`src/hdl/rvExecPkg.sv`:
```
package rvExecPkg;

	// Datapath widths
	localparam int XLEN       = 64;
	localparam int ILEN       = 32;
	localparam int REG_ADDR_W = 5;

	// Major opcodes handled by this slice
	localparam logic [6:0] OPC_OP     = 7'b0110011;
	localparam logic [6:0] OPC_OP_IMM = 7'b0010011;

	// funct7 variants of the OP opcode
	localparam logic [6:0] FUNCT7_BASE   = 7'b0000000;
	localparam logic [6:0] FUNCT7_ALT    = 7'b0100000; // SUB and SRA
	localparam logic [6:0] FUNCT7_MULDIV = 7'b0000001;

	// RV64 immediate shifts carry a 6-bit shamt, so only funct6 is left
	localparam logic [5:0] FUNCT6_SRL = 6'b000000;
	localparam logic [5:0] FUNCT6_SRA = 6'b010000;

	// Base integer funct3 encodings
	localparam logic [2:0] F3_ADD_SUB = 3'b000;
	localparam logic [2:0] F3_SLL     = 3'b001;
	localparam logic [2:0] F3_SLT     = 3'b010;
	localparam logic [2:0] F3_SLTU    = 3'b011;
	localparam logic [2:0] F3_XOR     = 3'b100;
	localparam logic [2:0] F3_SR      = 3'b101; // SRL or SRA by funct7
	localparam logic [2:0] F3_OR      = 3'b110;
	localparam logic [2:0] F3_AND     = 3'b111;

	// ALU operations, immediates are folded into operandB before issue
	typedef enum logic [4:0] {
		ADD,
		SUB,
		SLL,
		SLT,
		SLTU,
		XOR,
		SRL,
		SRA,
		OR,
		AND,
		MUL,
		MULH,
		MULHSU,
		MULHU,
		DIV,
		DIVU,
		REM,
		REMU
	} aluOpT;

endpackage

```
`src/hdl/aluIssueIf.sv`:
```
`timescale 1ns/1ps

// Decoded operation handed from the decoder stage to the ALU stage
interface aluIssueIf;

	logic valid; // One cycle per issued instruction
	rvExecPkg::aluOpT op;
	logic [rvExecPkg::XLEN-1:0] operandA;
	logic [rvExecPkg::XLEN-1:0] operandB; // Register, immediate or shamt
	logic [rvExecPkg::REG_ADDR_W-1:0] rd;

	modport decoder (
		output valid,
		output op,
		output operandA,
		output operandB,
		output rd
	);

	modport alu (
		input valid,
		input op,
		input operandA,
		input operandB,
		input rd
	);

endinterface

```
`src/hdl/instrDecoder.sv`:
```
`timescale 1ns/1ps

module instrDecoder (
	input  logic clk,
	input  logic reset,
	input  logic instrValid,
	input  logic [rvExecPkg::ILEN-1:0] instr,
	output logic [rvExecPkg::REG_ADDR_W-1:0] rs1Addr,
	output logic [rvExecPkg::REG_ADDR_W-1:0] rs2Addr,
	input  logic [rvExecPkg::XLEN-1:0] rs1Data,
	input  logic [rvExecPkg::XLEN-1:0] rs2Data,
	output logic illegal,
	aluIssueIf.decoder issue
);

	logic [6:0] opcode;
	logic [2:0] funct3;
	logic [6:0] funct7;
	logic [5:0] funct6;
	logic [rvExecPkg::XLEN-1:0] immSext;
	logic [rvExecPkg::XLEN-1:0] shamtZext;
	rvExecPkg::aluOpT decOp;
	logic [rvExecPkg::XLEN-1:0] decB;
	logic decIllegal;

	assign opcode = instr[6:0];
	assign funct3 = instr[14:12];
	assign funct7 = instr[31:25];
	assign funct6 = instr[31:26];

	// Register file is read in the strobe cycle, before the edge
	assign rs1Addr = instr[19:15];
	assign rs2Addr = instr[24:20];

	assign immSext = {{(rvExecPkg::XLEN-12){instr[31]}}, instr[31:20]};
	assign shamtZext = {{(rvExecPkg::XLEN-6){1'b0}}, instr[25:20]};

	always_comb begin
		decOp = rvExecPkg::ADD;
		decB = rs2Data;
		decIllegal = 1'b0;
		case (opcode)
			rvExecPkg::OPC_OP: begin
				if (funct7 == rvExecPkg::FUNCT7_BASE) begin
					case (funct3)
						rvExecPkg::F3_ADD_SUB: decOp = rvExecPkg::ADD;
						rvExecPkg::F3_SLL:     decOp = rvExecPkg::SLL;
						rvExecPkg::F3_SLT:     decOp = rvExecPkg::SLT;
						rvExecPkg::F3_SLTU:    decOp = rvExecPkg::SLTU;
						rvExecPkg::F3_XOR:     decOp = rvExecPkg::XOR;
						rvExecPkg::F3_SR:      decOp = rvExecPkg::SRL;
						rvExecPkg::F3_OR:      decOp = rvExecPkg::OR;
						default:               decOp = rvExecPkg::AND;
					endcase
				end else if (funct7 == rvExecPkg::FUNCT7_ALT) begin
					if (funct3 == rvExecPkg::F3_ADD_SUB)
						decOp = rvExecPkg::SUB;
					else if (funct3 == rvExecPkg::F3_SR)
						decOp = rvExecPkg::SRA;
					else
						decIllegal = 1'b1; // Only SUB and SRA use the alternate funct7
				end else if (funct7 == rvExecPkg::FUNCT7_MULDIV) begin
					case (funct3) // M extension order follows funct3
						3'b000:  decOp = rvExecPkg::MUL;
						3'b001:  decOp = rvExecPkg::MULH;
						3'b010:  decOp = rvExecPkg::MULHSU;
						3'b011:  decOp = rvExecPkg::MULHU;
						3'b100:  decOp = rvExecPkg::DIV;
						3'b101:  decOp = rvExecPkg::DIVU;
						3'b110:  decOp = rvExecPkg::REM;
						default: decOp = rvExecPkg::REMU;
					endcase
				end else begin
					decIllegal = 1'b1;
				end
			end
			rvExecPkg::OPC_OP_IMM: begin
				decB = immSext; // SLTIU compares this unsigned
				case (funct3)
					rvExecPkg::F3_ADD_SUB: decOp = rvExecPkg::ADD;
					rvExecPkg::F3_SLT:     decOp = rvExecPkg::SLT;
					rvExecPkg::F3_SLTU:    decOp = rvExecPkg::SLTU;
					rvExecPkg::F3_XOR:     decOp = rvExecPkg::XOR;
					rvExecPkg::F3_OR:      decOp = rvExecPkg::OR;
					rvExecPkg::F3_AND:     decOp = rvExecPkg::AND;
					rvExecPkg::F3_SLL: begin
						decOp = rvExecPkg::SLL;
						decB = shamtZext;
						decIllegal = (funct6 != rvExecPkg::FUNCT6_SRL);
					end
					default: begin
						decB = shamtZext;
						if (funct6 == rvExecPkg::FUNCT6_SRA)
							decOp = rvExecPkg::SRA;
						else
							decOp = rvExecPkg::SRL;
						decIllegal = (funct6 != rvExecPkg::FUNCT6_SRL) &&
							(funct6 != rvExecPkg::FUNCT6_SRA);
					end
				endcase
			end
			default: decIllegal = 1'b1;
		endcase
	end

	always_ff @(posedge clk) begin
		if (reset) begin
			issue.valid <= 1'b0;
			illegal <= 1'b0;
		end else begin
			issue.valid <= instrValid && !decIllegal;
			illegal <= instrValid && decIllegal;
		end
		issue.op <= decOp;
		issue.operandA <= rs1Data;
		issue.operandB <= decB;
		issue.rd <= instr[11:7];
	end

	// A strobed word must be fully driven
	assert property (@(posedge clk) disable iff (reset) instrValid |-> !$isunknown(instr));

endmodule

```
`src/flat_wrapper.sv`:
```
// flat-port wrapper written by rule: the top's interface ports become plain ports
module instrDecoder_flat 
  (clk, reset, instrValid, instr, rs1Addr, rs2Addr, rs1Data, rs2Data, illegal, issue_valid, issue_op, issue_operandA, issue_operandB, issue_rd);
  aluIssueIf issue_i ();
  input  logic clk;
  input  logic reset;
  input  logic instrValid;
  input  logic [rvExecPkg::ILEN-1:0] instr;
  output logic [rvExecPkg::REG_ADDR_W-1:0] rs1Addr;
  output logic [rvExecPkg::REG_ADDR_W-1:0] rs2Addr;
  input  logic [rvExecPkg::XLEN-1:0] rs1Data;
  input  logic [rvExecPkg::XLEN-1:0] rs2Data;
  output logic illegal;
  output wire logic [$bits(issue_i.valid)-1:0] issue_valid;
  output wire logic [$bits(issue_i.op)-1:0] issue_op;
  output wire logic [$bits(issue_i.operandA)-1:0] issue_operandA;
  output wire logic [$bits(issue_i.operandB)-1:0] issue_operandB;
  output wire logic [$bits(issue_i.rd)-1:0] issue_rd;
  assign issue_valid = issue_i.valid;
  assign issue_op = issue_i.op;
  assign issue_operandA = issue_i.operandA;
  assign issue_operandB = issue_i.operandB;
  assign issue_rd = issue_i.rd;
  instrDecoder u_core (.clk(clk), .reset(reset), .instrValid(instrValid), .instr(instr), .rs1Addr(rs1Addr), .rs2Addr(rs2Addr), .rs1Data(rs1Data), .rs2Data(rs2Data), .illegal(illegal), .issue(issue_i));
endmodule
```
`config.mk`:
```
export PLATFORM = sky130hd
export DESIGN_NAME = instrDecoder_flat
export DESIGN_NICKNAME = d
export VERILOG_FILES = /design/src/hdl/rvExecPkg.sv /design/src/hdl/aluIssueIf.sv /design/src/hdl/instrDecoder.sv /design/src/flat_wrapper.sv
export SDC_FILE = /design/constraint.sdc
export NUM_CORES = 1
export LEC_CHECK = 0
export BUFFER_PORTS_ARGS = -buffer_cell sky130_fd_sc_hd__buf_2
export CAP_MARGIN = 20
export CORE_AREA = 3 3 120 122
export CTS_BUF_LIST = sky130_fd_sc_hd__clkbuf_4 sky130_fd_sc_hd__clkbuf_8
export DETAILED_ROUTE_END_ITERATION = 16
export DIE_AREA = 0 0 123 125
export GPL_TIMING_DRIVEN = 0
export HOLD_SLACK_MARGIN = 0.08
export MAX_ROUTING_LAYER = met4
export PLACE_DENSITY = 0.64
export SLEW_MARGIN = 20
export SYNTH_ARGS = -nofsm -noshare
export SYNTH_HDL_FRONTEND = slang
export SYNTH_SLANG_ARGS = --single-unit
```
`constraint.sdc`:
```
create_clock -name clk -period 2.4 [get_ports clk]
set_clock_uncertainty 0.2 [all_clocks]
set_input_delay 0.36 -clock clk [delete_from_list [all_inputs] [get_ports clk]]
set_output_delay 0.36 -clock clk [all_outputs]
set_load 0.02 [all_outputs]
```
## After elaboration in Yosys (flattened, before gate mapping)

Index checks and enable logic that the tools add are counted.

- Bits in writable memories: 0
- Memories: 0
- Latch bits: 0
- Memory bits (read-only): 0
- Flip-flop bits (word level): 140
- Input bits: 163
- Logic and storage cells: 46

- Reductions and logical operators: 8
- Shift operators: 0
- Add/sub/neg operators: 0
- Div/mod/pow operators: 0
- $mul: 0
- Magnitude comparators: 0
- Equality and inequality tests: 13
- Multiplexer cells: 19
- Bitwise gates (word level): 0

Operators with widths:

| cell | count |
|---|---|
| two-way mux 64 bit | 2 |
| case mux 5 bit (7 select lines) | 2 |
| case mux 4 bit (7 select lines) | 1 |
| two-way mux 5 bit | 4 |
| == test 7 x 6 -> 1 bit (second input constant) | 2 |
| == test 3 bit (second input constant) | 4 |
| case mux 5 bit (2 select lines) | 1 |
| == test 7 x 1 -> 1 bit (second input constant) | 1 |
| == test 7 x 5 -> 1 bit (second input constant) | 1 |
| logical NOT 7 bit | 1 |
| == test 3 x 2 -> 1 bit (second input constant) | 2 |
| == test 6 x 5 -> 1 bit (second input constant) | 1 |
| two-way mux 1 bit | 6 |
| != test 6 x 5 -> 1 bit (second input constant) | 1 |
| nonzero test 6 bit | 1 |
| OR reduction 6 bit | 1 |
| case mux 1 bit (2 select lines) | 2 |
| == test 3 x 1 -> 1 bit (second input constant) | 1 |
| logical AND 1 bit | 3 |
| logical NOT 3 bit | 1 |
| two-way mux 3 bit | 1 |
| logical NOT 1 bit | 1 |

## Logic depth before layout (Yosys ltp)

- Depth after elaboration: 8
- Depth in mapped cells: 8
- Gate-level depth less buffers: 6

## Worst setup path after synthesis

Ideal clock, no wire load.

- Kind: input to register
- From: input instr[14] in the netlist's numbering
- To: register u_core.issue.operandB[13]
- Stages on the path: 8
- Arrival: 1855 ps
- Slack: 231 ps
- Required time: 2086 ps
- Setup time: 114 ps
- Cell sequence: clkbuf_1 inv_1 ha_1 clkbuf_1 a211oi_1 nor3b_4 buf_6 a21o_1

- Longest elaborated chain between the ends: 4
- Elaborated cells between the ends (all ways): 9
- Classes of those cells: 5 x eq/ne; 2 x mux; 2 x reduce/logical

Ends and longest elaborated chain:

| element | RTL line | source |
|---|---|---|
| start: declaration | flat_wrapper.sv:8 | `input logic [rvExecPkg::ILEN-1:0] instr;` |
| == test 3 x 2 -> 1 bit (tied with other cells) | instrDecoder.sv:79 | `case (funct3)` |
| OR reduction 6 bit (no source line) (*) | n/a |  |
| two-way mux 64 bit (*) | instrDecoder.sv:79 |  |
| two-way mux 64 bit (*) | instrDecoder.sv:42 | `case (opcode)` |
| net u_core.decB, one bit | instrDecoder.sv:23 | `logic [rvExecPkg::XLEN-1:0] decB;` |
| end signal: assignment | instrDecoder.sv:116 | `issue.operandB <= decB;` |
| end: declaration | aluIssueIf.sv:16 | `output operandB,` |

Mark *: on every way through the listed nets, which the timed path passes. The rest lies on a longest branch.
A chain may end at the register's enable or synchronous reset.

## Worst setup path after layout

- From: input instr[14] in the netlist's numbering
- To: register u_core.issue.operandB[20]

Same word-level chain as after synthesis.

==> results_tabular.tex <==
\begin{tabular}{lr}
\hline
Metric & Value \\
\hline
\multicolumn{2}{l}{\textbf{Pwr}} \\
Relative contribution of combinational cells to total power & 14.6\% \\
Largest voltage drop on the vdd net & $\sim$0.00038 V \\
Internal Pwr Total & between 3000 and 4000 uW \\
Reported net switching power & 1350 uW \\
Total power per unit cell area & slightly below 700 nW/um\^{}2 \\
Proportion of total power due to net switching & $\sim$26\% \\
Flop pwr share & a little under half \\
Reported leakage power & 0.00393 uW \\
Fraction of power consumed by the clock network & between 30\% and 40\% \\
\multicolumn{2}{l}{\textbf{Placed design}} \\
Final Wtd Congestion & $\sim$0.81 \\
IO buf count & 307 \\
Number of cells after detailed placement & 784 \\
Sum of net half-perimeters after detailed placement & a little over 10 mm \\
\multicolumn{2}{l}{\textbf{Synthesis}} \\
Number of register bits inferred by synthesis & 140 \\
Unique masters post-synth & 39 \\
Yosys top cell by area & sky130\_fd\_sc\_hd\_\_dfxtp\_1 \\
Area of the mapped netlist & approximately 4000 sq um \\
Portion of the post-synthesis area used by sequential elements & between 70\% and 80\% \\
Ys Warns & 0 \\
Post-Syn Nets & around 470 \\
Post-Synthesis Cells & $\sim$300 \\
Biggest area contributors in the synthesized netlist & sky130\_fd\_sc\_hd\_\_dfxtp\_1 71\%, sky130\_fd\_sc\_hd\_\_a21o\_1 10\%, sky130\_fd\_sc\_hd\_\_buf\_4 1.9\% \\
Synthesized area per cell & around 13 sq um \\
Share of Yosys cell area claimed by the top area cell type & 70.8\% \\
\multicolumn{2}{l}{\textbf{Clock network}} \\
TritonCTS buffer count & 17 \\
Clock tree from TritonCTS & done \\
Sink Count & between 100 and 150 \\
H-Tree Depth & 4 \\
Clock Pin Slew Worst Setup and Hold Paths & $\sim$80 ps \\
Clock Tree Root & sky130\_fd\_sc\_hd\_\_clkbuf\_8 \\
Number of buffers on the longest clock path & 2 \\
\multicolumn{2}{l}{\textbf{Timing}} \\
Setup repair after global routing missed its margin & no \\
Fmax & around 450 MHz \\
Total setup violations reported at the end of the flow & 0 \\
Transition time of the tightest slew-check pin & between 500 and 600 ps \\
Final min period & roughly 2200 ps \\
Tightest hold margin & 134 ps \\
Final hold violations & 0 \\
Relative slew slack & about three fifths \\
Final Max Tran Viols & 0 \\
Ratio of final minimum period to clock period & around 93\% \\
\multicolumn{2}{l}{\textbf{GRT}} \\
Wire length of the first global-routing pass & around 23 mm \\
Maximum number of pins on one net before global-route repair & 17 \\
Congestion Overflow GR & 0 \\
Vias in the first global route & about 4600 \\
Total routing resource utilization after global routing & 20.8\% \\
Initial antenna violation count & 3 \\
\multicolumn{2}{l}{\textbf{Final layout}} \\
Commonest cells after routing, fill and taps aside & 309 x sky130\_fd\_sc\_hd\_\_buf\_2, 147 x sky130\_fd\_sc\_hd\_\_dlygate4sd3\_1, 140 x sky130\_fd\_sc\_hd\_\_dfxtp\_1, 53 x sky130\_fd\_sc\_hd\_\_a21o\_1, 18 x sky130\_fd\_sc\_hd\_\_clkbuf\_8 \\
Flip-flop and latch area & around 2800 sq um \\
Non-filler cells, final & slightly below 1000 \\
FILL cells & 1073 \\
Leading cell type in the layout, fill and taps excluded & sky130\_fd\_sc\_hd\_\_buf\_2 \\
Relative area change from synthesis to final layout & 93.1\% \\
Fraction of layout cells with a size suffix above 1 & between 40\% and 50\% \\
Combined area of the multi-input logic cells & a little under 1000 sq um \\
NumNets Final & approximately 940 \\
\multicolumn{2}{l}{\textbf{Hold path}} \\
Path class of the lowest-slack min-delay path & primary input to register \\
End of the worst hold path & u\_core.issue.op[4] \\
Cell depth of the worst min-delay path & 3 \\
Hold\_sp & instr[25] \\
\multicolumn{2}{l}{\textbf{Route}} \\
Number of DRC markers in iteration 0 & 101 \\
1st-pass router iterations & 4 \\
Remaining number of nets flagged by the antenna check after routing & 0 \\
Detailed Route WL & between 15 and 20 mm \\
Avg WL per Cell & roughly 16 microns \\
Average vias per placed instance & between 4 and 5 \\
Total via count in the routed design & 4163 \\
Number of DRC violations after detailed routing & 0 \\
\multicolumn{2}{l}{\textbf{Floorplan}} \\
Initial Utilization & 29.8\% \\
Die area & $\sim$15000 sq um \\
X dimension of the die & between 100 and 150 microns \\
Placeable core area & 13300 sq um \\
Ports placed on the boundary & 313 \\
Cell row count & 42 \\
Chip height & 125 microns \\
\multicolumn{2}{l}{\textbf{Setup path}} \\
Startpoint kind of the worst setup timing path & primary input \\
Critical Setup Path Class & primary input to register \\
Arrival time reported for the critical path endpoint & 2350 ps \\
Largest fanout of any net on the critical path & 10 \\
Critical Path End Type & register \\
Data required time at the worst endpoint & $\sim$2500 ps \\
\multicolumn{2}{l}{\textbf{Run status}} \\
Run status & complete, no violations \\
\multicolumn{2}{l}{\textbf{Flow run}} \\
Number of violations of the max-capacitance limit & 0 \\
\hline
\end{tabular}
-- through the flow --
stage,total power (uW),utilization (%),setup TNS (ps),setup WS (ps),cell area (sq um)
3_3_place_gp,3080,43.0,-12530,-257,5710
3_5_place_dp,3090,43.0,-13320,-261,5710
6_report,5300,57.5,0,158,7640
4_1_cts,5320,57.3,0,100,7620
2_1_floorplan,2810,-,0,231,3960
5_1_grt,5510,57.5,0,36.8,7640
-- final cells by class --
class | instances | share of cell area (%)
antenna | 3 | 0.0982
clock inverter | 13 | 2.36
sequential | 140 | 36.7
timing repair buffer | 454 | 39.4
clock buffer | 19 | 3.34
inverter | 4 | 0.196
multi-input combinational | 129 | 12.7
buffer | 28 | 2.39
tap | 176 | 2.88
-- power by group through the flow --
stage | logic, uW | clock network (uW) | registers, uW
2_1_floorplan | 114 | 0 | 2690
3_3_place_gp | 555 | 0 | 2530
3_5_place_dp | 561 | 0 | 2530
4_1_cts | 759 | 2080 | 2480
5_1_grt | 824 | 2190 | 2490
6_report | 772 | 2040 | 2480
-- sequential cells by signal, indices dropped and copies added, names as in the netlist --
register               count
u_core.issue.rd            5
u_core.issue.valid         1
u_core.illegal             1
u_core.issue.operandA     64
u_core.issue.operandB     64
u_core.issue.op            5
-- cell families (layout without fill, tap and decap cells) --
family	after synthesis	in the layout	synth area share (%)
adders and majority gates	5	5	1.58
DFF	140	140	70.8
buffers and inverters	32	518	5.00
AOI/OAI and AO/OA	84	84	15.7
muxes	6	6	1.71
other	0	3	0
and+or+nand+nor	34	34	5.22
-- worst max path at each step --
stage	start	end	slack [ps]
floorplan	instr[14]	u_core.issue.operandB[13]	230
global placement	instr[14]	u_core.issue.operandB[51]	-260
detailed placement	instr[14]	u_core.issue.operandB[51]	-260
CTS	instr[28]	u_core.issue.valid	100
global route	instr[14]	u_core.issue.operandB[51]	40
finish	instr[14]	u_core.issue.operandB[20]	160
-- per-layer routing --
layer  vias to the layer above  GRT usage, %  share of wire, %
met1                      1922          17.6                32
li1                       1973             -                 -
met2                       224          39.4                56
met3                        44          5.74               7.9
met4                         0          11.9               4.0
met5                         -             -                 0
-- critical path, cell delays in order --
cell	delay, ps
sky130_fd_sc_hd__buf_2	110
sky130_fd_sc_hd__clkbuf_1	290
sky130_fd_sc_hd__inv_1	140
sky130_fd_sc_hd__ha_1	200
sky130_fd_sc_hd__clkbuf_1	180
sky130_fd_sc_hd__a211oi_1	510
sky130_fd_sc_hd__nor3b_4	190
sky130_fd_sc_hd__buf_6	190
sky130_fd_sc_hd__a21o_1	170
-- cells in the mapped netlist (all sizes together) --
cell type / instances
a311o: 1
buf: 17
nand2: 4
a21oi: 3
o211a: 1
o21ai: 9
o41ai: 2
nand3: 2
a311oi: 1
nand4bb: 1
nor2b: 2
a21o: 53
nand4b: 1
inv: 4
ha: 5
o31a: 1
a22o: 5
o2111ai: 1
and2: 1
nor4b: 2
mux2: 6
dfxtp: 140
nor4: 1
clkbuf: 11
nand2b: 6
nor2: 9
o22ai: 2
a31oi: 1
o21ba: 1
o211ai: 1
or3: 1
nor3b: 2
nand3b: 1
or4: 1
a21boi: 1
a211oi: 1
-- what timing repair did --
| item | in CTS | in global routing |
|---|---|---|
| resized for setup | 0 | 2 |
| hold buffers | 147 | 0 |
| endpoints found under the hold margin | 136 | 0 |
| setup buffers | 0 | 0 |
| setup endpoints to repair | 0 | 4 |
Power figures use the tool's default switching activity.
